**config.mk**
```make
export PLATFORM = sky130hd
export DESIGN_NAME = dma_transfer_id_gen
export DESIGN_NICKNAME = d
export VERILOG_FILES = /design/src/design/dma_pkg.sv /design/src/design/dma_transfer_id_gen.sv
export VERILOG_INCLUDE_DIRS = /design/src /design/src/design
export SDC_FILE = /design/constraint.sdc
export NUM_CORES = 1
export LEC_CHECK = 0
export BUFFER_PORTS_ARGS = -buffer_cell sky130_fd_sc_hd__clkbuf_2
export CORE_MARGIN = 3
export CORE_UTILIZATION = 45
export DETAILED_ROUTE_END_ITERATION = 7
export GPL_TIMING_DRIVEN = 0
export MAX_ROUTING_LAYER = met4
export PLACE_DENSITY = 0.69
export SYNTH_ARGS = -nofsm -noshare
export SYNTH_HDL_FRONTEND = slang
export SYNTH_SLANG_ARGS = --single-unit
```
**constraint.sdc**
```tcl
create_clock -name clk_i -period 5.4 [get_ports clk_i]
set_clock_uncertainty 0.2 [all_clocks]
set_input_delay 1.08 -clock clk_i [delete_from_list [all_inputs] [get_ports clk_i]]
set_output_delay 1.08 -clock clk_i [all_outputs]
set_load 0.02 [all_outputs]
```
**src/design/dma_params.svh**
```systemverilog
`ifndef DMA_PARAMS_SVH
`define DMA_PARAMS_SVH

// cores with a private register set
`define DMA_NUM_CTRL 4

// scratch memory geometry, 32-bit words
`define DMA_MEM_WORDS 256
`define DMA_MEM_AW 8

// register port word address width
`define DMA_REG_AW 3

// transfer id width, zero-extended on reads
`define DMA_ID_W 28

// register word offsets
`define DMA_REG_SRC 3'd0
`define DMA_REG_DST 3'd1
`define DMA_REG_NUM 3'd2
`define DMA_REG_NEXT_ID 3'd3
`define DMA_REG_DONE 3'd4
`define DMA_REG_STATUS 3'd5

// returned for unmapped register reads
`define DMA_BAD_ACCESS 32'hbadacce5

`endif

```
**src/design/dma_pkg.sv**
```systemverilog
`include "dma_params.svh"

package dma_pkg;

    typedef logic [`DMA_MEM_AW-1:0] mem_addr_t;
    typedef logic [`DMA_ID_W-1:0] transfer_id_t;

    // one queued copy job, as handed from a core to the engine
    typedef struct packed {
        mem_addr_t   src_addr;
        mem_addr_t   dst_addr;
        logic [31:0] num_words;
    } transf_descr_t;

    // single access on the scratch memory port
    typedef struct packed {
        logic        we;
        mem_addr_t   addr;
        logic [31:0] wdata;
    } mem_req_t;

endpackage

```
**src/design/dma_transfer_id_gen.sv**
```systemverilog
`include "dma_params.svh"

module dma_transfer_id_gen import dma_pkg::*; (
    input  logic                 clk_i,
    input  logic                 rst_i,
    input  logic                 issue_i,
    input  logic                 retire_i,
    output logic [`DMA_ID_W-1:0] next_o,
    output logic [`DMA_ID_W-1:0] completed_o
);

    transfer_id_t next_q;
    transfer_id_t done_q;

    // both counters wrap at the id width
    always_ff @(posedge clk_i) begin
        if (rst_i) begin
            next_q <= '0;
            done_q <= '0;
        end else begin
            if (issue_i) next_q <= next_q + transfer_id_t'(1);
            if (retire_i) done_q <= done_q + transfer_id_t'(1);
        end
    end

    assign next_o      = next_q;
    assign completed_o = done_q;

    // the engine only retires what was issued before
    a_no_overtake: assert property (@(posedge clk_i) disable iff (rst_i)
        retire_i |-> next_q != done_q);

endmodule

```
* Word level (Yosys, flattened, before mapping) *
Index checks and enable logic that the tools add are counted.

operators by class
  $add $sub $neg = 2

operators with widths
  kind                   number
  $add 28x1->28 const B  2

storage, ports and cells
  word-level logic and storage cells = 4
  input port bits = 4
  output and inout port bits = 56
  register bits after elaboration = 56

* Longest topological paths before layout *
  depth in word-level cells = 1
  gate-level depth with buffers = 6

* Worst setup path after synthesis *
Ideal clock, no wire load.

  kind = input -> register
  start point = in retire_i
  end point = reg done_q[17], in the netlist completed_o[17]
  path buffers = 2
  required time = 5.130 ns
  stages = 6
  setup slack = 2.590 ns
  arrival time = 2.539 ns
  path through = buf_2 -> nand4_1 -> or4_1 -> clkbuf_1 -> or3_1 -> a21oi_1

RTL lines
  item                    line                       text
  start: declaration      dma_transfer_id_gen.sv:7   input logic retire_i,
  end signal: assignment  dma_transfer_id_gen.sv:22  if (retire_i) done_q <= done_q + transfer_id_t'(1);
  end: declaration        dma_transfer_id_gen.sv:13  transfer_id_t done_q;

==> impl_metrics.env <==
export IMPL_run_status="finished, final reports clean"
export IMPL_met2_length_mm=2.71
export IMPL_cts_tree="built"
export IMPL_cts_inserted_buffers=5
export IMPL_fin_area_um2=3050
export IMPL_pwr_share_clk=0.340
export IMPL_grt_use_total=0.180
export IMPL_boundaryPins=60
export IMPL_path_clk_slew_ns=0.09
export IMPL_antenna_found_initial=0
export IMPL_required_ns=5.43
export IMPL_totalWireLength_mm=5.70
export IMPL_rsz0062_at_grt="no"
export IMPL_pre_cts_ws_ns=2.34
export IMPL_layout_common_cells="59 x clkbuf_2, 56 x dfxtp_1, 32 x a21oi_1"
export IMPL_clock_fmax_ghz=0.364
export IMPL_synth_warnings=0
export IMPL_hold_viol=0
export IMPL_cts_setup_buffers=0
export IMPL_ys_ff_latch=56
export IMPL_slew_headroom=0.682
export IMPL_die_h_um=81.8
export IMPL_drt_iter0_drc=110
export IMPL_die_area_um2=6680
export IMPL_io_buffers=58
export IMPL_synth_avg_cell_area_um2=8.47
export IMPL_fin_ws_ns=2.66
export IMPL_layout_drive_gt1_share=0.208
export IMPL_tightest_slew_ns=0.477
export IMPL_drv_cap=0
export IMPL_finalPower_uw=679
export IMPL_clockBufferDepth=2
export IMPL_core_region_area_um2=5340
export IMPL_tns_ns=0
export IMPL_grt_overflow_total=0
export IMPL_setup_violations=0
export IMPL_place_area_um2=2960
export IMPL_drc_errors=0
export IMPL_grt_pass1_vias=2116
export IMPL_critPathCaptureType="flop"
export IMPL_pwr_share_comb=0.039
export IMPL_final_common_cell="clkbuf_2"
export IMPL_drt_first_pass_iters=4
export IMPL_cts_sinks=56
export IMPL_power_density_nw_per_um2=223
export IMPL_gp_congestion=0.828
export IMPL_peakVddDrop_v=0.000154
export IMPL_slew_viol_final=0
export IMPL_clk_latency_ns=0.30
export IMPL_detail_route_antenna_nets=0
export IMPL_routedLengthMet1_mm=2.69
export IMPL_internal_power_uw=529
export IMPL_area_delta_synth_final_pct=18.1
export IMPL_min_period_ns=2.74
export IMPL_grt_pass1_wl_mm=9.46
export IMPL_netSwitchingPower_uw=150
export IMPL_wl_per_cell_um=12.9
export IMPL_die_w_um=81.8
export IMPL_ctsHoldBuffers=0
export IMPL_leakage_uw=0.00108
export IMPL_via_count=2428
export IMPL_antenna_cells=0
export IMPL_criticalPathCategory="in2reg"
export IMPL_cts_root_buffer_cell="clkbuf_8"
export IMPL_dr_wl_met3_um=289
export IMPL_path_max_fanout=10
export IMPL_ys_seq_area_frac=0.434
export IMPL_post_cts_resized=0
export IMPL_std_cell_rows=26
export IMPL_switching_share=0.221
export IMPL_synth_distinct_cells=32
export IMPL_synth_fp_nets=311
export IMPL_critical_path_arrival_ns=2.77
export IMPL_start_util=0.484
export IMPL_seq_power_share=0.621
export IMPL_htreeDepth=2
export IMPL_grt_max_degree=16
export IMPL_synth_edf_count=0
export IMPL_hpwlAfterDp_mm=4.19
export IMPL_async_flop_share=0
export IMPL_via_per_inst=5.51
export IMPL_synth_area_um2=2580
export IMPL_hold_class="reg2reg"
export IMPL_period_share=0.508
export IMPL_synth_cells=305
export IMPL_top_layer="met4"
export IMPL_critPathLaunchType="input pin"
export IMPL_ys_flop_type="dfxtp_1"
export IMPL_num_nets_final=376
state kept, by name (all words and copies together), names as in the netlist:
signal       count
completed_o     28
next_o          28
kinds of logic after synthesis:
family,count (synthesis),share of synthesized area
AND/OR/NAND/NOR,133,0.298
AO/OA/AOI/OAI,65,0.141
flip-flops,56,0.434
buffers and inverters,27,0.0412
XOR/XNOR,20,0.0678
multiplexers,2,0.00775
adder cells (fa/ha/maj),2,0.00969
power by group through the flow:
stage,logic (µW),clock network [µW],registers [µW]
2_1_floorplan,13.7,0,434
3_3_place_gp,26.3,0,431
3_5_place_dp,26.8,0,431
4_1_cts,26.9,242,422
5_1_grt,30.1,256,423
6_report,26.3,231,422
final timing paths:
check	from	end	slack [ns]	cells after the start
worst max-delay path	retire_i	completed_o[19]$_SDFFE_PP0P_	2.66	6
worst min-delay path	completed_o[27]$_SDFFE_PP0P_	completed_o[27]$_SDFFE_PP0P_	0.29	2
worst max register to register	next_o[0]$_SDFFE_PP0P_	next_o[22]$_SDFFE_PP0P_	3.03	6
worst min register to register	completed_o[27]$_SDFFE_PP0P_	completed_o[27]$_SDFFE_PP0P_	0.29	2
worst max-delay path, cell delays in order:
cell	delay [ns]
buf_2	0.19
nand4_1	0.16
or4_1	0.60
clkbuf_1	0.25
or3_1	0.35
a21oi_1	0.14
final cells by class:
class                   count  area, µm²
clock buffers               8       90.1
fillers                   520       2280
plain buffers              18       72.6
flip-flops and latches     56       1120
repair buffers             58        290
multi-input cells         222       1360
inverters                   9       33.8
well taps                  70       87.6
metrics by stage:
stage	std cells	hold slack, ns	util
after CTS	441	0.302	0.572
after global routing	441	0.321	0.572
after floorplan	305	0.351	-
after detailed placement	433	0.287	0.555
final	441	0.293	0.572
after global placement	433	0.280	0.555
per-layer routing:
metal / vias to the layer above / GRT usage
met5: - / -
met2: 58 / 0.289
met3: 2 / 0.0417
met1: 1120 / 0.229
met4: 0 / 0.0432
li1: 1248 / -
Yosys cell counts, types with 2 or more instances:
master    number  area [µm²]
or3_2          4        30.0
nor2_1        22        82.6
buf_1          2        7.51
nand2_1       19        71.3
clkbuf_1      12        45.0
dfxtp_1       56        1120
a21oi_1       32         160
xnor2_1       10        87.6
nor4_1         2        12.5
xor2_1        10        87.6
mux2i_1        2        20.0
o21ai_0       18        90.1
or3_1         13        81.3
buf_2          3        15.0
inv_1          9        33.8
and3_1         5        31.3
and4_1         7        61.3
or4_1         19         143
nand3_1       19        95.1
nand4_1       14        87.6
nor3_1         3        15.0
o31ai_1       13        97.6
ha_1           2        25.0
(Power assumes the default switching activity.)
