<file path="src/design/dma_params.svh">
`ifndef DMA_PARAMS_SVH
`define DMA_PARAMS_SVH

// cores with a private register set
`define DMA_NUM_CTRL 4

// scratch memory geometry, 32-bit words
`define DMA_MEM_WORDS 256
`define DMA_MEM_AW 8

// register port word address width
`define DMA_REG_AW 3

// transfer id width, zero-extended on reads
`define DMA_ID_W 28

// register word offsets
`define DMA_REG_SRC 3'd0
`define DMA_REG_DST 3'd1
`define DMA_REG_NUM 3'd2
`define DMA_REG_NEXT_ID 3'd3
`define DMA_REG_DONE 3'd4
`define DMA_REG_STATUS 3'd5

// returned for unmapped register reads
`define DMA_BAD_ACCESS 32'hbadacce5

`endif

</file>
<file path="src/design/dma_pkg.sv">
`include "dma_params.svh"

package dma_pkg;

    typedef logic [`DMA_MEM_AW-1:0] mem_addr_t;
    typedef logic [`DMA_ID_W-1:0] transfer_id_t;

    // one queued copy job, as handed from a core to the engine
    typedef struct packed {
        mem_addr_t   src_addr;
        mem_addr_t   dst_addr;
        logic [31:0] num_words;
    } transf_descr_t;

    // single access on the scratch memory port
    typedef struct packed {
        logic        we;
        mem_addr_t   addr;
        logic [31:0] wdata;
    } mem_req_t;

endpackage

</file>
<file path="src/design/dma_copy_engine.sv">
`include "dma_params.svh"

module dma_copy_engine import dma_pkg::*; (
    input  logic          clk_i,
    input  logic          rst_i,
    input  logic          start_i,
    input  transf_descr_t descr_i,
    output logic          ready_o,
    output logic          mem_req_o,
    output mem_req_t      mem_o,
    input  logic          mem_gnt_i,
    input  logic          mem_rvalid_i,
    input  logic [31:0]   mem_rdata_i,
    output logic          idle_o,
    output logic          trans_complete_o
);

    typedef enum logic [2:0] {
        ST_IDLE,
        ST_READ,
        ST_WAIT,
        ST_WRITE,
        ST_DONE
    } state_e;

    state_e        state_q;
    transf_descr_t descr_q;
    logic [31:0]   cnt_q;
    logic [31:0]   data_q;
    logic          last_word;

    assign ready_o          = (state_q == ST_IDLE);
    assign idle_o           = (state_q == ST_IDLE);
    assign trans_complete_o = (state_q == ST_DONE);
    assign mem_req_o        = (state_q == ST_READ) || (state_q == ST_WRITE);
    assign last_word        = (cnt_q == descr_q.num_words - 32'd1);

    // addresses wrap with the memory width
    always_comb begin
        mem_o.we    = (state_q == ST_WRITE);
        mem_o.addr  = (state_q == ST_WRITE) ? descr_q.dst_addr + cnt_q[`DMA_MEM_AW-1:0]
                                            : descr_q.src_addr + cnt_q[`DMA_MEM_AW-1:0];
        mem_o.wdata = data_q;
    end

    always_ff @(posedge clk_i) begin
        if (rst_i) begin
            state_q <= ST_IDLE;
            cnt_q   <= '0;
        end else begin
            case (state_q)
                ST_IDLE: begin
                    cnt_q <= '0;
                    if (start_i) begin
                        state_q <= ST_READ;
                    end
                end
                ST_READ: if (mem_gnt_i) state_q <= ST_WAIT;
                ST_WAIT: if (mem_rvalid_i) state_q <= ST_WRITE;
                ST_WRITE: begin
                    if (mem_gnt_i) begin
                        cnt_q   <= cnt_q + 32'd1;
                        state_q <= last_word ? ST_DONE : ST_READ;
                    end
                end
                default: state_q <= ST_IDLE;
            endcase
        end
    end

    always_ff @(posedge clk_i) begin
        if (start_i && ready_o) begin
            descr_q <= descr_i;
        end
        // word held between its read and its write
        if (state_q == ST_WAIT && mem_rvalid_i) begin
            data_q <= mem_rdata_i;
        end
    end

    // a waiting descriptor is held by the arbiter and its core until taken
    a_start_held: assert property (@(posedge clk_i) disable iff (rst_i)
        start_i && !ready_o |=> start_i && $stable(descr_i));

    a_start_nonzero: assert property (@(posedge clk_i) disable iff (rst_i)
        start_i && ready_o |-> descr_i.num_words != '0);

endmodule

</file>
<file path="config.mk">
export PLATFORM = sky130hd
export DESIGN_NAME = dma_copy_engine
export DESIGN_NICKNAME = d
export VERILOG_FILES = /design/src/design/dma_pkg.sv /design/src/design/dma_copy_engine.sv
export VERILOG_INCLUDE_DIRS = /design/src /design/src/design
export SDC_FILE = /design/constraint.sdc
export NUM_CORES = 1
export LEC_CHECK = 0
export ABC_AREA = 1
export BUFFER_PORTS_ARGS = -buffer_cell sky130_fd_sc_hd__buf_2
export CAP_MARGIN = 20
export CORE_ASPECT_RATIO = 1.75
export CORE_MARGIN = 3
export CORE_UTILIZATION = 32
export DETAILED_ROUTE_END_ITERATION = 16
export PLACE_DENSITY = 0.59
export SYNTH_ARGS = -nofsm -noshare
export SYNTH_HDL_FRONTEND = slang
export SYNTH_SLANG_ARGS = --single-unit
export TNS_END_PERCENT = 30
</file>
<file path="constraint.sdc">
create_clock -name clk_i -period 5.99 [get_ports clk_i]
set_input_delay 0.2995 -clock clk_i [delete_from_list [all_inputs] [get_ports clk_i]]
set_output_delay 0.2995 -clock clk_i [all_outputs]
set_load 0.05 [all_outputs]
</file>
* Word-level counts from Yosys, hierarchy flattened *
Index checks and enable logic that the tools add are counted.

storage, ports and cells
  register bits after elaboration = 115
  latch bits = 0
  memory bits (read-only) = 0
  memories kept = 0
  memory bits (writable) = 0

operators by class
  bitwise operators = 0
  reductions and logical operators = 7
  divide/modulo/power cells = 0
  muxes and demuxes = 9
  multipliers = 0
  magnitude comparators = 0
  equality and inequality tests = 9
  $add $sub $neg = 4
  shift operators = 0

operators by type and width
  cell                                                                      count
  32-bit one-hot mux with 2 select lines                                    1
  32-bit by 1-bit adder with 32-bit output (second input constant)          1
  32-bit == test                                                            1
  32-bit 2-to-1 mux                                                         1
  32-bit by 1-bit subtractor with 32-bit output (second input constant)     1
  8-bit adder                                                               2
  3-bit 2-to-1 mux                                                          5
  3-bit one-hot mux with 4 select lines                                     1
  8-bit 2-to-1 mux                                                          1
  3-bit by 2-bit == test with 1-bit output (second input constant)          2
  2-bit inequality test (second input constant)                             3
  4-bit AND reduction                                                       1
  3-bit by 1-bit == test with 1-bit output (second input constant)          1
  3-bit == test (second input constant)                                     1
  3-bit logical NOT                                                         1
  1-bit logical AND                                                         2
  2-bit by 1-bit inequality test with 1-bit output (second input constant)  1
  2-bit AND reduction                                                       1
  2-bit nonzero test                                                        1
  1-bit logical OR                                                          1

* Depth between registers and ports, before layout *
  word-level depth = 5
  mapped depth = 17

* Worst setup path after synthesis *
No wires, ideal clock.

  path type = register -> output
  from = register state_q[0]
  to = output mem_o[39] in the netlist's numbering
  arrival time = 3182 ps
  required time = 5691 ps
  cell stages (with the launch flop) = 15
  slack = 2508 ps
  path through = dfxtp_1 inv_2 nor3_4 clkbuf_1 nand2_1 nand2_1 ha_1 a21oi_1 nand2_1 a21oi_1 o21bai_1 nand2_1 nand2_1 a21oi_1 xor2_1

RTL lines
  element                 line                   text
  from (decl)             dma_copy_engine.sv:26  state_e state_q;
  from (signal assigned)  dma_copy_engine.sv:63  state_q <= last_word ? ST_DONE : ST_READ;
  to (decl)               dma_copy_engine.sv:10  output mem_req_t mem_o,

==> flow_summary.yaml <==
timing:
  setup_violations: 0
  hold_viol: 0
  timing.fmax_mhz: 266.2
  maxSlewHeadroom: 0.3137
  fin_skew_ns: 0.006128
  worst_slew_pin_slew_ns: 1.026
  min_period_over_period: 0.6270
  maxSlewViolCount: 0
  fin_crit_ns: 3.756
  tns_ns: 0
  rsz0062_at_grt: "no"
power_and_ir_drop:
  p_leak_nw: 2.996
  p_per_area_nw_per_um2: 315.8
  ir_drop_uv: 295.1
synth:
  synth_top_area_share: 0.4049
  yosysWarnings: 0
  synth_ff_type: "edfxtp_1"
  syn_area_um2: 5933
  synth-seq-cells: 115
  async_flop_share: 0
  ys_types: 40
  syn_nets: 780
  synth_largest_area_cell: "edfxtp_1"
  synth.area.top_cells: "edfxtp_1 40%, dfxtp_1 12%, nand2_1 12%"
  synth_edf_count: 80
  ys_seq_area_frac: 0.5230
  syn_avg_cell_area_um2: 8.662
  netlist_instances: 685
floorplan:
  core_area_um2: 18140
  die_area_um2: 20280
  start_util: 0.3271
  die_w_um: 108.9
  ios: 130
  die_y_um: 186.1
  row_count: 65
min_path:
  hold_class: "in -> reg"
detailed_routing:
  post-route-drc-count: 0
  ant_nets: 0
  drt_iter0_markers: 207
  drt_first_pass_iters: 4
  drt_wl_total_mm: 15.43
  viasPerCell: 4.650
  vias: 4989
  wl_per_cell_um: 14.38
critical_path:
  critPathLaunchType: "flip-flop"
  critPathCaptureType: "output pin"
  cp.required_ns: 5.69
  cp_data_arrival_time_ns: 3.46
  path_max_fanout: 13
  worst-setup-path-type: "reg -> out"
global_routing:
  grt_pass1_wl_mm: 25.38
  grt_max_degree: 33
  antenna_found_initial: 0
  first_global_vias: 5259
  grt_use_total: 0.1649
  overflow: 0
clocking:
  clockRootBuffer: "clkbuf_16"
  clk_latency_ns: 0.42
  cts.clk_slew.worst_paths_ns: 0.05
  cts-htree-levels: 4
  cts_resized: 0
  cts_setup_buffers: 0
  cts_sinks: 115
  clockBufferDepth: 2
  hold_buffers: 0
  cts_made_buffers: 17
  cts_tree: "built"
place:
  hpwl_mm: 12.28
  placed_area_um2: 6854
  portBuffers: 129
  place.gp.congestion: 0.8800
finish:
  diodes: 0
  fin_nets: 921
  design_area_um2: 7486
  num-fill-cells: 1819
  drive_gt1_frac: 0.2181
  area_growth_pct: 26.17
run_status:
  outcome: "completed"
job:
  maxCapViolCount: 0
-- worst paths after layout --
check	from	endpoint	slack, ns	cells past startpoint
worst min register to register	cnt_q[31]	cnt_q[31]	0.51	2
worst max register to register	state_q[2]	cnt_q[12]	3.32	6
worst min-delay path	mem_rdata_i[4]	data_q[4]	0.06	1
worst max-delay path	state_q[0]	mem_o[38]	2.23	13
-- metrics by stage --
step,power (mW),setup WS (ns),cells,hold WS (ns),utilization
global placement,1.292,2.775,1041,0.4757,0.3779
finish,2.364,2.234,1073,0.05509,0.4128
CTS,2.400,2.145,1073,0.02777,0.4128
floorplan,1.196,2.508,685,0.3984,-
detailed placement,1.297,2.632,1041,0.4776,0.3779
global route,2.476,1.809,1073,0.03127,0.4128
-- cell families after synthesis --
logic type	share of synthesized area
and+or+nand+nor	0.2792
DFF	0.5230
buffers and inverters	0.05335
AOI/OAI and AO/OA	0.05167
xor gates and xnor gates	0.06875
adders and majority gates	0.02235
muxes	0.001687
-- flip-flops by register name, summed over array words and instances, names as in the netlist --
| signal | flops |
|---|---|
| state_q | 3 |
| cnt_q | 32 |
| descr_q | 48 |
| data_q | 32 |
-- power breakdown --
part	switching (mW)	internal (mW)	leakage [nW]	total, mW
logic	0.232	0.0930	1.66	0.325
clock network	0.346	0.741	0.309	1.09
registers	0.0349	0.917	1.03	0.952
total	0.613	1.75	3.00	2.36
-- routing by layer --
metal | GRT usage | vias to the layer above | wire [µm]
met5 | 0 | - | 0
met1 | 0.1610 | 2240 | 5494
met3 | 0.04456 | 44 | 754
met2 | 0.3033 | 141 | 8452
li1 | - | 2564 | -
met4 | 0.09960 | 0 | 731
-- worst max-delay path, stage by stage, from the launching register on --
cell and delay (ns):
dfxtp_1 0.38, inv_2 0.08, nor3_4 0.45, inv_1 0.32, nand2_1 0.13, nand2_1 0.06, ha_1 0.20, fa_1 0.41
a31oi_1 0.29, nor2_1 0.06, o21ai_0 0.16, nand2_1 0.08, xor2_1 0.14, buf_2 0.28
-- cell usage in the layout, fill, tap and decap left out, types with 3 or more instances in the layout --
| cell type | instances |
|---|---|
| inv_1 | 71 |
| xor2_1 | 31 |
| nand3b_1 | 5 |
| nand4_1 | 17 |
| o21bai_1 | 3 |
| ha_1 | 9 |
| nor2_2 | 8 |
| dfxtp_1 | 35 |
| bufinv_16 | 5 |
| buf_2 | 129 |
| nand3_1 | 27 |
| edfxtp_1 | 80 |
| clkinv_2 | 4 |
| clkbuf_16 | 17 |
| nor2_1 | 97 |
| nor4_1 | 7 |
| o21ai_0 | 15 |
| nand2_1 | 183 |
| nor3_1 | 19 |
| xnor2_1 | 13 |
| a21oi_1 | 30 |
-- layout make-up --
type                            instances  area [µm²]  share of cell area
Multi-Input combinational cell        488        2524              0.3371
Clock inverter                         12       185.2             0.02474
Sequential cell                       115        3103              0.4145
Inverter                               73       274.0             0.03660
Clock buffer                           20       446.7             0.05967
Tap cell                              234       292.8             0.03911
Timing Repair Buffer                  131       660.6             0.08825
-- cell usage after synthesis (all sizes together), types with 9 or more instances --
cell      n
nor3     22
nand3    29
xnor2    13
nand4    19
o21ai    15
edfxtp   80
a21oi    30
nor2    107
inv      73
nand2   186
xor2     31
dfxtp    35
ha        9
Power figures use the tool's default switching activity.
