--- config.mk ---
export PLATFORM = sky130hd
export DESIGN_NAME = dma_ctrl_regs
export DESIGN_NICKNAME = d
export VERILOG_FILES = /design/src/design/dma_pkg.sv /design/src/design/dma_ctrl_regs.sv
export VERILOG_INCLUDE_DIRS = /design/src /design/src/design
export SDC_FILE = /design/constraint.sdc
export NUM_CORES = 1
export LEC_CHECK = 0
export BUFFER_PORTS_ARGS = -buffer_cell sky130_fd_sc_hd__buf_2
export CAP_MARGIN = 20
export CORE_ASPECT_RATIO = 0.7
export CORE_MARGIN = 2
export CORE_UTILIZATION = 50
export CTS_CLUSTER_DIAMETER = 80
export DETAILED_ROUTE_END_ITERATION = 10
export PLACE_DENSITY = 0.78
export SETUP_SLACK_MARGIN = 0.4
export SYNTH_ARGS = -nofsm -noshare
export SYNTH_HDL_FRONTEND = slang
export SYNTH_SLANG_ARGS = --single-unit
--- constraint.sdc ---
create_clock -name clk_i -period 4 [get_ports clk_i]
set_clock_uncertainty 0.15 [all_clocks]
set_input_delay 0.2 -clock clk_i [delete_from_list [all_inputs] [get_ports clk_i]]
set_output_delay 0.2 -clock clk_i [all_outputs]
set_load 0.03 [all_outputs]
--- src/design/dma_params.svh ---
`ifndef DMA_PARAMS_SVH
`define DMA_PARAMS_SVH

// cores with a private register set
`define DMA_NUM_CTRL 4

// scratch memory geometry, 32-bit words
`define DMA_MEM_WORDS 256
`define DMA_MEM_AW 8

// register port word address width
`define DMA_REG_AW 3

// transfer id width, zero-extended on reads
`define DMA_ID_W 28

// register word offsets
`define DMA_REG_SRC 3'd0
`define DMA_REG_DST 3'd1
`define DMA_REG_NUM 3'd2
`define DMA_REG_NEXT_ID 3'd3
`define DMA_REG_DONE 3'd4
`define DMA_REG_STATUS 3'd5

// returned for unmapped register reads
`define DMA_BAD_ACCESS 32'hbadacce5

`endif

--- src/design/dma_pkg.sv ---
`include "dma_params.svh"

package dma_pkg;

    typedef logic [`DMA_MEM_AW-1:0] mem_addr_t;
    typedef logic [`DMA_ID_W-1:0] transfer_id_t;

    // one queued copy job, as handed from a core to the engine
    typedef struct packed {
        mem_addr_t   src_addr;
        mem_addr_t   dst_addr;
        logic [31:0] num_words;
    } transf_descr_t;

    // single access on the scratch memory port
    typedef struct packed {
        logic        we;
        mem_addr_t   addr;
        logic [31:0] wdata;
    } mem_req_t;

endpackage

--- src/design/dma_ctrl_regs.sv ---
`include "dma_params.svh"

module dma_ctrl_regs import dma_pkg::*; (
    input  logic                   clk_i,
    input  logic                   rst_i,
    input  logic                   req_i,
    input  logic                   we_i,
    input  logic [`DMA_REG_AW-1:0] addr_i,
    input  logic [31:0]            wdata_i,
    output logic                   gnt_o,
    output logic                   rvalid_o,
    output logic [31:0]            rdata_o,
    output logic                   launch_req_o,
    input  logic                   launch_gnt_i,
    output transf_descr_t          descr_o,
    input  logic [`DMA_ID_W-1:0]   next_id_i,
    input  logic [`DMA_ID_W-1:0]   done_id_i,
    input  logic                   busy_i
);

    logic [31:0] src_q;
    logic [31:0] dst_q;
    logic [31:0] num_q;
    logic [31:0] rdata_d;
    logic        accept;

    // a launch read with work to do waits for the descriptor arbiter
    assign launch_req_o = req_i && !we_i && (addr_i == `DMA_REG_NEXT_ID) && (num_q != '0);
    assign gnt_o        = req_i && (!launch_req_o || launch_gnt_i);
    assign accept       = req_i && gnt_o;

    always_comb begin
        descr_o.src_addr  = src_q[`DMA_MEM_AW-1:0];
        descr_o.dst_addr  = dst_q[`DMA_MEM_AW-1:0];
        descr_o.num_words = num_q;
    end

    always_comb begin
        case (addr_i)
            `DMA_REG_SRC:     rdata_d = src_q;
            `DMA_REG_DST:     rdata_d = dst_q;
            `DMA_REG_NUM:     rdata_d = num_q;
            // zero-length launch returns id 0 and issues nothing
            `DMA_REG_NEXT_ID: rdata_d = (num_q != '0) ? 32'(next_id_i) : 32'd0;
            `DMA_REG_DONE:    rdata_d = 32'(done_id_i);
            `DMA_REG_STATUS:  rdata_d = {31'd0, busy_i};
            default:          rdata_d = `DMA_BAD_ACCESS;
        endcase
    end

    always_ff @(posedge clk_i) begin
        if (rst_i) begin
            src_q    <= '0;
            dst_q    <= '0;
            num_q    <= '0;
            rvalid_o <= 1'b0;
        end else begin
            rvalid_o <= accept && !we_i;
            if (accept && we_i) begin
                case (addr_i)
                    `DMA_REG_SRC: src_q <= wdata_i;
                    `DMA_REG_DST: dst_q <= wdata_i;
                    `DMA_REG_NUM: num_q <= wdata_i;
                    default: ;
                endcase
            end
        end
    end

    always_ff @(posedge clk_i) begin
        if (accept && !we_i) begin
            rdata_o <= rdata_d;
        end
    end

    // a stalled access keeps its request, direction and address until granted
    a_stall_hold: assert property (@(posedge clk_i) disable iff (rst_i)
        req_i && !gnt_o |=> req_i && $stable(we_i) && $stable(addr_i));

endmodule

Word-level counts from Yosys, hierarchy flattened
Cells that the tools add are included.
{"block": "classes", "mux": 2, "reduce_logical": 15, "n_eq_ne": 5}
{"op": "$pmux 32 s6", "count": 1}
{"op": "$reduce_bool 32->1", "count": 1}
{"op": "$mux 28", "count": 1}
{"op": "$logic_and 1x1->1", "count": 7}
{"op": "$eq 3x2->1 const B", "count": 2}
{"op": "$eq 3x3->1 const B", "count": 2}
{"op": "$reduce_and 2->1", "count": 3}
{"op": "$eq 3x1->1 const B", "count": 1}
{"op": "$logic_not 3->1", "count": 1}
{"op": "$logic_not 1->1", "count": 2}
{"op": "$logic_or 1x1->1", "count": 1}
{"block": "word_totals", "inputBits": 97, "ff_bits": 129, "wordCells": 27}

Depth between registers and ports, before layout
{"block": "logic_depth", "ltp_word": 10, "ltp_mapped": 8, "mapped_depth_nobuf": 4}

Worst setup path before layout
No wires, ideal clock.
{"block": "synth_path", "kind": "register to register", "start": "register num_q[7]", "end": "register rdata_o[0] (enable)", "synth_period_minus_slack_ns": 3.376, "stages_incl_launch_ff": 6, "setup_time_ns": 0.432, "required_ns": 3.418, "slack_ns": 0.624, "arrival_time_ns": 2.794, "n_path_buf": 1, "path_cell_list": "dfxtp_1 -> nor4_1 -> and4_1 -> a21oi_1 -> buf_2 -> a21oi_1"}
{"block": "synth_via", "elab_chain_len": 7}
{"element": "start: declaration", "line_no": "dma_ctrl_regs.sv:23", "source": "logic [31:0] num_q;"}
{"element": "start signal: assignment", "line_no": "dma_ctrl_regs.sv:63", "source": "`DMA_REG_NUM: num_q <= wdata_i;"}
{"element": "$reduce_bool 32->1", "line_no": "dma_ctrl_regs.sv:28", "source": "assign launch_req_o = req_i && !we_i && (addr_i == `DMA_REG_NEXT_ID) && (num_q != '0);"}
{"element": "$logic_and 1x1->1", "line_no": "dma_ctrl_regs.sv:28"}
{"element": "$logic_not 1->1", "line_no": "dma_ctrl_regs.sv:29", "source": "assign gnt_o = req_i && (!launch_req_o || launch_gnt_i);"}
{"element": "$logic_or 1x1->1", "line_no": "dma_ctrl_regs.sv:29"}
{"element": "$logic_and 1x1->1", "line_no": "dma_ctrl_regs.sv:29"}
{"element": "$logic_and 1x1->1", "line_no": "dma_ctrl_regs.sv:30", "source": "assign accept = req_i && gnt_o;"}
{"element": "$logic_and 1x1->1", "line_no": "dma_ctrl_regs.sv:71", "source": "if (accept && !we_i) begin"}
{"element": "end signal: assignment", "line_no": "dma_ctrl_regs.sv:72", "source": "rdata_o <= rdata_d;"}
{"element": "end: declaration", "line_no": "dma_ctrl_regs.sv:12", "source": "output logic [31:0] rdata_o,"}
No other way between the ends.
A chain may end at the register's enable or synchronous reset.

Final worst setup path
{"block": "layout_path", "start": "register num_q[23]", "end": "output gnt_o"}
{"block": "layout_via", "elab_chain_len": 5}
{"element": "$reduce_bool 32->1", "line_no": "dma_ctrl_regs.sv:28"}
{"element": "$logic_and 1x1->1", "line_no": "dma_ctrl_regs.sv:28"}
{"element": "$logic_not 1->1", "line_no": "dma_ctrl_regs.sv:29"}
{"element": "$logic_or 1x1->1", "line_no": "dma_ctrl_regs.sv:29"}
{"element": "$logic_and 1x1->1", "line_no": "dma_ctrl_regs.sv:29"}
{"element": "end: declaration", "line_no": "dma_ctrl_regs.sv:10", "source": "output logic gnt_o,"}
No other way between the ends.

==> impl_metrics.py <==
metrics = {
    "cts": {
        "clk_latency_ns": 0.41,
        "cts.clk_slew.worst_paths_ns": 0.06,
        "cts_htree_levels": 4,
        "ctsResizeCount": 0,
        "clock_path_buffers": 2,
        "clkSinkCount": 129,
        "cts_tree": "done",
        "cts_root_buf": "clkbuf_16",
        "cts_made_buffers": 17,
    },
    "power": {
        "p_clk_share_pct": 43.5,
        "powerDensity_nw_per_um2": 404.2,
        "ir_worst_vdd_mv": 0.3518,
        "power.share.combinational_pct": 11.9,
        "p_leak_nw": 3.049,
        "power_mw": 3.115,
        "p_sw_share_pct": 25.13,
        "seqPwrFrac_pct": 44.5,
        "p_switching_mw": 0.7830,
        "internal-power_mw": 2.332,
    },
    "place": {
        "dp_hpwl_um": 13010,
        "port-buffer-count": 179,
        "place_area_sq_um": 6616,
        "pre_cts_ws_ns": 1.347,
        "dp.cells": 922,
        "place_congestion": 0.9218,
    },
    "run": {
        "cap_violations": 0,
    },
    "floorplanning": {
        "die_area_sq_um": 12460,
        "rows": 32,
        "core_sq_um": 11130,
        "chipHeight_um": 94,
        "initial_core_util_pct": 51.98,
        "die_w_um": 132.6,
        "ios": 180,
    },
    "sta": {
        "setup_viol": 0,
        "final.min_clock_period_ns": 2.806,
        "setup_slack_ns": 1.194,
        "post-route-period-util_pct": 70.14,
        "whs_ns": 0.03072,
        "worst_pin_slew_ns": 0.7752,
        "slew_violations": 0,
        "rsz0062_at_grt": "no",
        "finalSetupTns_ns": 0,
        "maxSlewHeadroom_pct": 48.32,
        "hold_viol_final": 0,
        "max_freq_mhz": 356.4,
    },
    "synthesis": {
        "syn_inst": 649,
        "avgSynthCellArea_sq_um": 8.915,
        "synth-async-reset-ratio_pct": 0,
        "ys_ff_latch": 129,
        "synth-main-ff-cell": "dfxtp_1",
        "syn-num-nets": 746,
        "syn_area_sq_um": 5786,
        "yosysWarnings": 0,
        "synth.distinct_cells": 34,
        "ys_seq_area_share_pct": 50.17,
        "synth_edf_count": 32,
    },
    "finish": {
        "final_util_pct": 69.24,
        "regArea_sq_um": 2903,
        "layout.nets": 941,
        "area_growth_pct": 33.22,
        "multi_input_area_sq_um": 2490,
        "fill_cells": 860,
        "stdcell_area_sq_um": 7707,
        "fin_cells": 1010,
        "drive_above_1_share_pct": 29.44,
    },
    "routing": {
        "drtAntennaViolNets": 0,
        "drtPass1Iterations": 6,
        "drcViolationCount": 0,
        "wirelength_um": 20250,
        "vias_per_cell": 6.022,
        "drt-initial-drc-count": 766,
        "wl_per_cell_um": 20.05,
        "vias": 6082,
    },
    "worst_setup_path": {
        "slowest_stage": "nor4_1",
        "crit_buf_inv": 2,
        "path_delay_family": "simple AND/OR/NAND/NOR gates",
        "regToRegSetupSlack_ns": 1.56,
        "cp_slowest_stage_delay_ns": 0.53,
        "r2r-start": "num_q[23]$_SDFFE_PP0P_",
        "r2r_end": "rdata_o[8]$_DFFE_PP_",
        "critPathLaunchType": "flip-flop",
        "worstPathArrival_ns": 2.46,
        "reg2regPathDepth": 5,
        "path_cells": "nor4_1 > and4_1 > a21oi_2 > buf_4 > a21boi_0 > buf_2",
        "endpoint_kind": "primary output",
        "crit_type": "reg2out",
        "cp.required_ns": 3.65,
        "critPathMaxFanout": 30,
    },
    "global_route": {
        "grt_usage_pct": 32.26,
        "antenna_found_initial": 1,
        "grt_pass1_vias": 5797,
        "grt_max_degree": 60,
        "grt_pass1_wl_um": 30910,
        "grt_overflow": 0,
    },
    "worst_hold_path": {
        "hold_path_class": "in2reg",
        "holdPathEnd": "rdata_o[24]$_DFFE_PP_",
        "hold_start": "next_id_i[24]",
        "min_path_cells": 2,
    },
    "outcome": {
        "status": "complete, no violations",
    },
}
[synth_stat cells (12+ instances only)]
cell type,count,share of area (%)
edfxtp_1,32,17
buf_4,16,2.1
a211oi_1,18,2.3
a22oi_1,12,1.6
dfxtp_1,97,34
o2bb2ai_1,15,2.3
buf_2,20,1.7
nand2_1,194,13
nor2_1,15,0.97
a21oi_1,103,8.9
mux2_2,27,5.3
a221o_1,13,2.2
a221oi_1,15,2.3
clkbuf_1,26,1.7
[power groups by stage]
stage | clock network [mW] | registers (mW) | logic [mW]
2_1_floorplan | 0 | 1.45 | 0.146
3_3_place_gp | 0 | 1.41 | 0.308
3_5_place_dp | 0 | 1.41 | 0.314
4_1_cts | 1.36 | 1.39 | 0.357
5_1_grt | 1.42 | 1.39 | 0.389
6_report | 1.36 | 1.39 | 0.371
[cell usage in the layout, fill, tap and decap left out, drive strengths merged, types with 15 or more instances in the layout]
| cell | Yosys | routed |
|---|---|---|
| a211oi | 18 | 18 |
| a21oi | 103 | 103 |
| a221oi | 15 | 15 |
| buf | 47 | 194 |
| clkbuf | 26 | 24 |
| dfxtp | 97 | 97 |
| dlygate4sd3 | 0 | 55 |
| edfxtp | 32 | 32 |
| mux2 | 27 | 27 |
| nand2 | 194 | 194 |
| nor2 | 15 | 15 |
| o2bb2ai | 15 | 15 |
[kinds of logic (layout without fill, tap and decap cells)]
group           Yosys count  count (layout)  synth area share (%)
buf+inv                  76             283                 7.310
compound gates          182             182                 20.29
flops                   129             129                 50.17
simple gates            231             231                 16.28
mux                      31              31                 5.947
other cells               0               1                     0
[flip-flops by register name, indices dropped and copies added (netlist names)]
| register | flops |
|---|---|
| rdata_o | 32 |
| num_q | 32 |
| dst_q | 32 |
| src_q | 32 |
| rvalid_o | 1 |
[worst max path at each step]
stage	slack (ns)	to	startpoint	cells past startpoint
finish	1.19	gnt_o	num_q[23]$_SDFFE_PP0P_	6
global route	1.17	gnt_o	num_q[23]$_SDFFE_PP0P_	6
CTS	1.32	gnt_o	num_q[23]$_SDFFE_PP0P_	6
detailed placement	1.35	rdata_o[30]$_DFFE_PP_	num_q[23]$_SDFFE_PP0P_	4
global placement	1.34	dst_q[27]$_SDFFE_PP0P_	addr_i[2]	5
floorplan	0.62	rdata_o[0]$_DFFE_PP_	num_q[7]$_SDFFE_PP0P_	5
[cell type report]
cell class                 count  share of cell area (%)
timing repair buffer         249                   20.75
inverter                       3                  0.1461
antenna                        1                 0.03247
multi-input combinational    444                   32.31
clock inverter                 7                  0.5032
clock buffer                  24                   6.120
sequential                   129                   37.66
tap                          153                   2.484
[what timing repair did]
action / 4_1_cts / 5_1_grt
hold buffers: 55 / 0
setup buffers: 0 / 0
hold endpoints to repair: 119 / 0
[per-layer routing]
metal	share of wire, %	up-vias	track usage (%)
met2	44	489	48.75
li1	-	2680	-
met3	12	79	9.601
met4	3.3	0	12.90
met1	40	2834	43.50
met5	0	-	0
(Power assumes the default switching activity.)
