--- src/design/dma_params.svh ---
`ifndef DMA_PARAMS_SVH
`define DMA_PARAMS_SVH

// cores with a private register set
`define DMA_NUM_CTRL 4

// scratch memory geometry, 32-bit words
`define DMA_MEM_WORDS 256
`define DMA_MEM_AW 8

// register port word address width
`define DMA_REG_AW 3

// transfer id width, zero-extended on reads
`define DMA_ID_W 28

// register word offsets
`define DMA_REG_SRC 3'd0
`define DMA_REG_DST 3'd1
`define DMA_REG_NUM 3'd2
`define DMA_REG_NEXT_ID 3'd3
`define DMA_REG_DONE 3'd4
`define DMA_REG_STATUS 3'd5

// returned for unmapped register reads
`define DMA_BAD_ACCESS 32'hbadacce5

`endif

--- src/design/dma_pkg.sv ---
`include "dma_params.svh"

package dma_pkg;

    typedef logic [`DMA_MEM_AW-1:0] mem_addr_t;
    typedef logic [`DMA_ID_W-1:0] transfer_id_t;

    // one queued copy job, as handed from a core to the engine
    typedef struct packed {
        mem_addr_t   src_addr;
        mem_addr_t   dst_addr;
        logic [31:0] num_words;
    } transf_descr_t;

    // single access on the scratch memory port
    typedef struct packed {
        logic        we;
        mem_addr_t   addr;
        logic [31:0] wdata;
    } mem_req_t;

endpackage

--- src/design/dma_rr_arbiter.sv ---
`include "dma_params.svh"

module dma_rr_arbiter import dma_pkg::*; #(
    parameter int unsigned NUM_IN = `DMA_NUM_CTRL,
    parameter type payload_t = transf_descr_t
) (
    input  logic                      clk_i,
    input  logic                      rst_i,
    input  logic [NUM_IN-1:0]         req_i,
    output logic [NUM_IN-1:0]         gnt_o,
    input  payload_t [NUM_IN-1:0]     data_i,
    output logic                      req_o,
    input  logic                      gnt_i,
    output payload_t                  data_o,
    output logic [$clog2(NUM_IN)-1:0] idx_o
);

    localparam int unsigned IDX_W = $clog2(NUM_IN);

    logic [IDX_W-1:0] last_q;
    logic [IDX_W-1:0] lock_idx_q;
    logic             lock_q;
    logic [IDX_W-1:0] rr_idx;
    logic [IDX_W-1:0] sel_idx;
    logic             rr_found;

    // first requester after the last one served
    always_comb begin
        int unsigned cand;
        rr_found = 1'b0;
        rr_idx   = last_q;
        for (int unsigned i = 1; i <= NUM_IN; i++) begin
            cand = (int'(last_q) + i) % NUM_IN;
            if (!rr_found && req_i[cand]) begin
                rr_found = 1'b1;
                rr_idx   = IDX_W'(cand);
            end
        end
    end

    assign sel_idx = lock_q ? lock_idx_q : rr_idx;
    assign req_o   = req_i[sel_idx];
    assign data_o  = data_i[sel_idx];
    assign idx_o   = sel_idx;

    always_comb begin
        gnt_o          = '0;
        gnt_o[sel_idx] = req_o && gnt_i;
    end

    always_ff @(posedge clk_i) begin
        if (rst_i) begin
            last_q     <= IDX_W'(NUM_IN - 1);
            lock_q     <= 1'b0;
            lock_idx_q <= '0;
        end else begin
            // hold the choice while downstream is busy
            lock_q     <= req_o && !gnt_i;
            lock_idx_q <= sel_idx;
            if (req_o && gnt_i) begin
                last_q <= sel_idx;
            end
        end
    end

    // a waiting requester stays up until it is served
    a_req_held: assert property (@(posedge clk_i) disable iff (rst_i)
        (req_i & ~gnt_o) != '0 |=> ($past(req_i & ~gnt_o) & ~req_i) == '0);

endmodule

--- config.mk ---
export PLATFORM = sky130hd
export DESIGN_NAME = dma_rr_arbiter
export DESIGN_NICKNAME = d
export VERILOG_FILES = /design/src/design/dma_pkg.sv /design/src/design/dma_rr_arbiter.sv
export VERILOG_INCLUDE_DIRS = /design/src /design/src/design
export SDC_FILE = /design/constraint.sdc
export NUM_CORES = 1
export LEC_CHECK = 0
export BUFFER_PORTS_ARGS = -buffer_cell sky130_fd_sc_hd__buf_4
export CORE_AREA = 2 2 100 102
export DETAILED_ROUTE_END_ITERATION = 10
export DIE_AREA = 0 0 102 104
export GPL_TIMING_DRIVEN = 1
export PLACE_DENSITY = 0.6
export SYNTH_ARGS = -nofsm -noshare
export SYNTH_HDL_FRONTEND = slang
export SYNTH_SLANG_ARGS = --single-unit
export TNS_END_PERCENT = 100
--- constraint.sdc ---
create_clock -name clk_i -period 2.2 [get_ports clk_i]
set_input_delay 0.33 -clock clk_i [delete_from_list [all_inputs] [get_ports clk_i]]
set_output_delay 0.33 -clock clk_i [all_outputs]
set_load 0.03 [all_outputs]
# Yosys cells after proc, flatten, opt, wreduce, memory -nomap -nowiden
# Index checks and enable logic that the tools add are counted.
[op_classes] add_sub_neg=4 magnitude_cmp=6 n_mux=22 bitwise_logic=1 n_reduce_logical=10
[ops] cell="$bmux W48 S2" count=1
[ops] cell="$mux W48" count=1
[ops] cell="$lt A2 B3 Y1 const B" count=5
[ops] cell="$bmux W1 S2" count=5
[ops] cell="$mux W2" count=5
[ops] cell="$mux W1" count=9
[ops] cell="$logic_and A1 B1 Y1" count=6
[ops] cell="$add A2 B1 Y2 const B" count=2
[ops] cell="$add A2 B2 Y2 const B" count=2
[ops] cell="$and A4 B4 Y4" count=1
[ops] cell="$logic_not A1 Y1" count=4
[ops] cell="$demux W1 S2" count=1
[ops] cell="$ge A2 B1 Y1 const B" count=1
[word_totals] register_bits=5 input_bits=199 out_inout_bits=55 word_cells=46

# Depth between registers and ports, before layout
# Gate-level depths: netlist of run 1.
[depth] depth_word=19 depth_mapped=9

# Worst setup path after synthesis of run 1
# Ideal clock, no wire load.
[synth_path] path_type="flip-flop to output port" from="reg last_q[1]" to="out data_o[11] (netlist bit)" t_arrival_ps=2181 path_slack_ps=-311 path_stages_with_launch=10 n_path_buf=3 cell_sequence="dfxtp_1 -> mux2_2 -> nand2_1 -> a311oi_2 -> nor2_1 -> buf_4 -> buf_4 -> buf_2 -> nand2_1 -> a31oi_1"
[synth_lines] element="start, declared" line="dma_rr_arbiter.sv:20" rtl="logic [IDX_W-1:0] last_q;"
[synth_lines] element="start signal, assigned" line="dma_rr_arbiter.sv:53" rtl="last_q <= IDX_W'(NUM_IN - 1);"
[synth_lines] element="start signal, assigned" line="dma_rr_arbiter.sv:61" rtl="last_q <= sel_idx;"
[synth_lines] element="end, declared" line="dma_rr_arbiter.sv:14" rtl="output payload_t data_o,"

# Worst setup path in the final report of run 1
[layout_path] from="reg last_q[1]" to="out gnt_o[3]"
[layout_between] elab_chain_cells=19
[layout_rtl] element="$add A2 B1 Y2" line="dma_rr_arbiter.sv:33" rtl="cand = (int'(last_q) + i) % NUM_IN;"
[layout_rtl] element="$bmux W1 S2" line="dma_rr_arbiter.sv:34" rtl="if (!rr_found && req_i[cand]) begin"
[layout_rtl] element="$mux W1 (implied by the code)" line="dma_rr_arbiter.sv:34"
[layout_rtl] element="$mux W1" line="dma_rr_arbiter.sv:34"
[layout_rtl] element="$logic_not A1 Y1" line="dma_rr_arbiter.sv:34"
[layout_rtl] element="$logic_and A1 B1 Y1" line="dma_rr_arbiter.sv:34"
[layout_rtl] element="$mux W1" line="dma_rr_arbiter.sv:34"
[layout_rtl] element="$logic_not A1 Y1" line="dma_rr_arbiter.sv:34"
[layout_rtl] element="[... 3 more ...]"
[layout_rtl] element="$logic_and A1 B1 Y1" line="dma_rr_arbiter.sv:34"
[layout_rtl] element="$mux W2 (*)" line="dma_rr_arbiter.sv:34"
[layout_rtl] element="$mux W2 (*)" line="dma_rr_arbiter.sv:41" rtl="assign sel_idx = lock_q ? lock_idx_q : rr_idx;"
[layout_rtl] element="$lt A2 B3 Y1 (implied by the code) / $ge A2 B1 Y1 (equally long branches)" line="dma_rr_arbiter.sv:48" rtl="gnt_o[sel_idx] = req_o && gnt_i;"
[layout_rtl] element="$logic_and A1 B1 Y1" line="dma_rr_arbiter.sv:48"
[layout_rtl] element="$mux W1 (implied by the code)" line="dma_rr_arbiter.sv:48"
[layout_rtl] element="$demux W1 S2" line="dma_rr_arbiter.sv:48"
[layout_rtl] element="$and A4 B4 Y4 (no source line) (*)"
[layout_rtl] element="end, declared" line="dma_rr_arbiter.sv:10" rtl="output logic [NUM_IN-1:0] gnt_o,"
# Mark *: on every way between the ends. The rest lies on a longest branch, timed or not. The select of a mux whose other input is x is not followed.

==> results.tsv, run 1 <==
metric	value	unit
FMAX	394.0	MHz
Finished Layout Cells	788	
layout cell share with drive strength beyond 1	65.34	%
combinational power share	94.4	%
post-synthesis sequential area ratio	5.446	%
Setup TNS Final	-14.97	ns
fin util	61.61	%
synth top area cells	nand2_1, a31oi_1, and3_1	
P_leak	2.764	nW
Fin. Hold Viols	0	
detailed-route wire length	12970	µm
n_diodes	0	
total global routing overflow	0	
Unique masters post-synth	28	
CTS tree	done	
most common cell in the netlist	nand2_1	
M1 wire length	4715	µm
Top Layer Used	met4	
Met2 Wirelength	6808	µm
failing checks	setup timing	
row count	36	
WL met3	1161	µm
CP Max Fanout	3	
max_cap viols	0	
Die ar.	10610	µm²
cell mode on critical path	buf_4	
Yosys reg bits	5	
Worst path slowest cell	dfxtp_4	
vias in the first global route	3912	
YS warnings	0	
Setup CP Type	register to output pin	
Core Region	9549	µm²
Routed Antenna Nets	0	
via count	3757	
worst vdd ir	0.4254	mV
number of synthesized flops with an enable pin	0	
async set-reset flop share out of synthesis	0	%
CP endpoint kind	output pin	
initial DRC count	140	
fin. max-slew vios	0	
Syn Nets	566	
post-route setup slack	-0.3379	ns
Worst-Margin Slew	0.3033	ns
Die Wd	102	µm
net switching power	0.002524	W
Pre-antenna DRT Iters	5	
Post-DP HPWL	9146	µm
clk sinks	5	
max_slew headroom	79.73	%
Initial Util	19.25	%
skew final	0.002264	ns
initial antenna violation count	0	
GRT Util Overall	21.79	%
Nets	855	
CTS root buf	clkbuf_8	
Setup WS pre-CTS	-0.1940	ns
final hold slack	0.2995	ns
wire per inst	16.46	µm
CTS buffer count	3	
Ports	254	
clk_lat worst skew	0.23	ns
cell area after synthesis	1838	µm²
Crit path required time	1.87	ns
Die Height	104	µm
Area Overhead vs Synth	220.1	%
share of the synthesized area in the top cell type	40.23	%
Reg clk slew, reported paths	0.04	ns
first-pass GRT wire length	18740	µm
gpl congestion	0.8921	
Via-to-Cell Ratio	4.768	
largest net degree at the start of global routing	38	
worst path cell trace	mux2_4 -> nand2_4 -> a311oi_4 -> buf_4 -> buf_4 -> buf_4 -> o21ai_1 -> a21o_1 -> nor2_1 -> buf_4	
syn avg cell area	5.008	µm²
clock tree buffer depth	2	
Period minus WS final	2.538	ns
Synth Instances	367	
Pwr per Cell Area	883.2	nW/µm²
critical path data arrival time	2.21	ns
status	complete, but fails checks	
post-synth top area cell	nand2_1	
placed cells	757	
Post-synth top cells	nand2_1, a31oi_1, and3_1	
worst hold path type	input port to register	
clock share of power	3.3	%
# DRC	0	
unrepaired setup endpoints after global routing	yes	
I/O Buffers	253	
Pint	0.002672	W
Final setup viols	54	
Reg power frac	2.3	%
H-tree depth	1	
Worst path max stage delay	0.36	ns
switching portion of total power	48.58	%
crit share post-route	115.4	%
Worst setup SP type	register	
dominant register cell in the synthesized netlist	dfxtp_1	
layer usage:
metal	track usage, %	up-vias
met1	23.35	1711
met3	5.175	24
met5	0	-
li1	-	1831
met4	5.524	0
met2	41.64	191
per-stage QoR:
stage	total power, W	instance area (µm²)
after global placement	0.003934	4873
after floorplan	0.002624	2592
after CTS	0.004828	5502
after global routing	0.005462	5883
final	0.005196	5883
after detailed placement	0.003974	4873
sequential cells by signal, indices dropped and copies added, names as in the netlist:
register	cells
last_q	2
lock_idx_q	2
lock_q	1
critical path, delay by kind of cell, from the launching register on:
| family | cells | cell delay [ns] |
|---|---|---|
| buffers and inverters | 4 | 0.57 |
| multiplexers | 1 | 0.31 |
| AND/OR/NAND/NOR | 2 | 0.13 |
| flip-flops | 1 | 0.36 |
| AO/OA/AOI/OAI | 3 | 0.59 |
layout make-up:
cell class | instances | area (µm²)
fill | 873 | 3666
clock buffer | 3 | 41.29
sequential | 5 | 105.1
clock inverter | 1 | 5.005
multi-input combinational | 326 | 2540
timing repair buffer | 315 | 2994
inverter | 5 | 31.28
tap | 133 | 166.4
cells by family (layout without fill, tap and decap cells):
| logic type | after synthesis | count (layout) | share of synthesized area [%] |
|---|---|---|---|
| and+or+nand+nor | 262 | 262 | 60.99 |
| DFF | 5 | 5 | 5.446 |
| AOI/OAI and AO/OA | 62 | 62 | 22.67 |
| buffers and inverters | 36 | 324 | 9.734 |
| muxes | 2 | 2 | 1.157 |
repair_timing:
item / in CTS / in global routing
pin swaps: 15 / 6
cloned: 7 / 4
hold buffers: 0 / 0
gates resized for setup: 82 / 59
buffers inserted: 10 / 7
setup endpoints to repair: 54 / 57
layout by cell type (no fill, tap or decap), types with 3 or more instances in the layout:
| master | count |
|---|---|
| buf_16 | 3 |
| buf_12 | 15 |
| and3_1 | 24 |
| dfxtp_1 | 3 |
| nor2_1 | 7 |
| nand2_1 | 175 |
| nor2_4 | 3 |
| a31oi_4 | 48 |
| buf_8 | 3 |
| nand2_2 | 20 |
| and3_4 | 25 |
| clkbuf_8 | 3 |
| bufbuf_16 | 3 |
| buf_4 | 230 |
| clkbuf_16 | 4 |
| buf_6 | 57 |
power groups by stage:
stage	Sequential [W]	Clock, W	Combinational (W)
global route	0.000122	0.000180	0.00516
detailed placement	0.000119	0	0.00386
global placement	0.000118	0	0.00382
floorplan	0.000117	0	0.00251
CTS	0.000121	0.000173	0.00453
finish	0.000121	0.000172	0.00490
final timing paths:
kind                          start                        to  slack (ns)  cells after the start
max          last_q[1]$_SDFFE_PP1P_                  gnt_o[3]       -0.34                     10
min                           rst_i  lock_idx_q[0]$_SDFF_PP0_        0.30                      2
max reg2reg  last_q[1]$_SDFFE_PP1P_    last_q[0]$_SDFFE_PP1P_       -0.13                     12
min reg2reg  last_q[0]$_SDFFE_PP1P_    last_q[0]$_SDFFE_PP1P_        0.53                      2
Note: power is estimated with default switching activity, not from simulation.
==> run 2: changes to the inputs <==
--- a/config.mk
+++ b/config.mk
@@ -7,11 +7,11 @@
 export NUM_CORES = 1
 export LEC_CHECK = 0
 export BUFFER_PORTS_ARGS = -buffer_cell sky130_fd_sc_hd__buf_4
-export CORE_AREA = 2 2 100 102
+export CORE_AREA = 5 5 94 96
 export DETAILED_ROUTE_END_ITERATION = 10
-export DIE_AREA = 0 0 102 104
+export DIE_AREA = 0 0 99 101
 export GPL_TIMING_DRIVEN = 1
-export PLACE_DENSITY = 0.6
+export PLACE_DENSITY = 0.69
 export SYNTH_ARGS = -nofsm -noshare
 export SYNTH_HDL_FRONTEND = slang
 export SYNTH_SLANG_ARGS = --single-unit
==> run 2 against run 1 <==
  * The run still ends with setup timing left
  * Worst hold slack gained 0.0031 ns
  * Cell count shrank 3.9%
  * Critical path type unchanged
  * Die area shrank 5.7%
  * Core utilization grew 15 points
  * Clock skew shrank 0.0019 ns
  * Power grew 4.2%
  * Combinational power grew 4.5%
  * Setup slack lost 0.039 ns
  * Sequential cell count is the same
  * Critical path depth grew 1
  * Critical endpoint is now data_o[9]
  * Clock power shrank 3%
==> results.tsv, run 2 (synthesis gave the netlist of run 1 again) <==
metric	value	unit	change
Levels on crit path	11		+1
Worst-Margin Slew	0.2890	ns	-0.01430 ns
# DRC	0		unchanged
Period minus WS final	2.577	ns	+0.03942 ns
Pint	0.002770	W	+3.7%
CTS buffer count	3		unchanged
initial antenna violation count	0		unchanged
P_leak	2.839	nW	+2.7%
cell mode on critical path	buf_6		
layout cell share with drive strength beyond 1	71.17	%	+5.8 points
worst vdd ir	0.6492	mV	+53%
clk sinks	5		unchanged
I/O Buffers	253		unchanged
reg2reg path depth	12		unchanged
crit share post-route	117.2	%	+1.8 points
first-pass GRT wire length	18770	µm	+0.18%
via count	3873		+3.1%
Reg power frac	2.3	%	about the same
Worst setup SP type	register		
combinational power share	94.6	%	+0.2 points
M1 GR Usage	23.84	%	+0.49 points
Final setup viols	54		unchanged
skew final	0.0003306	ns	-0.001933 ns
H-tree depth	1		unchanged
Worst path slowest cell	dfxtp_4		
power after layout	0.005416	W	+4.2%
max_cap viols	0		unchanged
Worst path max stage delay	0.36	ns	about the same
n_diodes	0		unchanged
worst hold path type	input port to register		
Pwr per Cell Area	888.6	nW/µm²	+0.62%
final hold slack	0.3026	ns	+0.003091 ns
max_slew headroom	80.73	%	+1.0 points
wire per inst	19.10	µm	+16%
Area Overhead vs Synth	231.6	%	
initial DRC count	134		-4.3%
vias in the first global route	3906		-0.15%
Finished Layout Cells	757		-3.9%
unrepaired setup endpoints after global routing	yes		
Fin. Hold Viols	0		unchanged
Initial Util	23.06	%	+3.8 points
CP endpoint kind	output pin		
gpl congestion	0.9348		+4.8%
CTS root buf	clkbuf_8		
Crit path required time	1.87	ns	about the same
Die ar.	9999	µm²	-5.7%
GRT Util Overall	23.13	%	+1.3 points
CP Max Fanout	8		+5
worst path cell trace	mux2i_2 -> nor2_2 -> a311oi_4 -> nor2_4 -> clkinv_4 -> buf_12 -> buf_16 -> buf_6 -> nand2_4 -> a31oi_4 -> buf_6		
Hold Buf Count CTS	0		unchanged
total global routing overflow	0		unchanged
grt met3 use	6.851	%	+1.7 points
clk_lat worst skew	0.22	ns	about the same
Ports	254		unchanged
grt met2 use	43.70	%	+2.1 points
switching portion of total power	48.86	%	+0.28 points
clock tree buffer depth	2		unchanged
hold depth	2		unchanged
Die Height	101	µm	-2.9%
post-route setup slack	-0.3773	ns	-0.03942 ns
Reg clk slew, reported paths	0.03	ns	about the same
Post-DP HPWL	9830	µm	+7.5%
critical path data arrival time	2.25	ns	+0.04 ns
FMAX	388.0	MHz	-1.5%
detailed-route wire length	14460	µm	+11%
CTS tree	done		
row count	33		-8.3%
fin util	76.48	%	+15 points
Die Wd	99	µm	-2.9%
most common cell after layout, fill and taps aside	buf_4		
placed cells	724		-4.4%
GRT Max-Usage Layer	met2		
net switching power	0.002646	W	+4.8%
failing checks	setup timing		
commonest cells after routing, fill and taps aside	buf_4, nand2_1, buf_6		
family with the most delay on the worst path	buffers and inverters		
status	complete, but fails checks		
largest net degree at the start of global routing	33		-13%
leading registers by flop count	last_q x2, lock_idx_q x2, lock_q x1		
Nets	852		-0.35%
Via-to-Cell Ratio	5.116		+7.3%
Setup CP Type	register to output pin		
Setup WS pre-CTS	-0.2489	ns	-0.05489 ns
fin. max-slew vios	0		unchanged
clock share of power	3.1	%	-0.2 points
Core Region	7969	µm²	-17%
buffers and inverters on the worst path	5		+1
Routed Antenna Nets	0		unchanged
Pre-antenna DRT Iters	4		-1
-- run 2: cell types whose count changed in the layout (fill, tap and decap cells not counted), sizes merged --
cell and change:
clkinv -1, bufbuf -3, clkbuf +2, buf -1
-- run 2: power groups by stage --
stage	logic (W)	clock network (W)	registers, W
finish	0.00512	0.000167	0.000124
floorplan	0.00251	0	0.000117
CTS	0.00451	0.000168	0.000119
global placement	0.00378	0	0.000119
global route	0.00534	0.000178	0.000126
detailed placement	0.00383	0	0.000119
-- run 2: worst paths after layout --
kind / startpoint / end / slack [ns]
setup / recovery: last_q[1]$_SDFFE_PP1P_ / data_o[9] / -0.38
hold / removal: rst_i / lock_idx_q[1]$_SDFF_PP0_ / 0.30
setup reg to reg: last_q[0]$_SDFFE_PP1P_ / last_q[0]$_SDFFE_PP1P_ / 0.02
hold reg to reg: last_q[0]$_SDFFE_PP1P_ / last_q[0]$_SDFFE_PP1P_ / 0.66
-- run 2: worst reg2reg max path: stages, from the launching register on --
cell and delay (ns):
dfxtp_4 0.36, inv_4 0.05, buf_6 0.11, a2111o_1 0.40, o311ai_4 0.08, buf_6 0.15
buf_6 0.11, buf_12 0.14, a31oi_4 0.04, a32oi_2 0.22, buf_4 0.16, and3_4 0.17
o21ai_1 0.05
-- run 2: through the flow --
stage | instance area (µm²) | TNS (ns)
6_report | 6095 | -16.66
5_1_grt | 6095 | -20.94
4_1_cts | 5415 | -16.20
3_5_place_dp | 4788 | -10.55
3_3_place_gp | 4788 | -6.911
2_1_floorplan | 2592 | -0.2426
-- run 2: area by class of cell --
cell class / instances / area, µm²
multi-input combinational: 326 / 2798
inverter: 5 / 28.78
sequential: 5 / 107.6
fill: 549 / 1874
timing repair buffer: 312 / 2984
clock buffer: 4 / 45.04
tap: 105 / 131.4
-- run 2: timing repair --
| item | 4_1_cts | 5_1_grt |
|---|---|---|
| buffers inserted | 4 | 18 |
| resized for setup | 93 | 116 |
| cloned | 6 | 5 |
| pin swaps | 4 | 40 |
| setup endpoints to repair | 54 | 56 |
-- run 2: routing by layer --
metal  vias to the layer above  part of all wire (%)  routed length [µm]
met1                      1804                    34                4889
li1                       1835                     -                   -
met3                        38                   9.2                1330
met4                         0                   3.9                 568
met2                       196                    53                7672
met5                         -                     0                   0
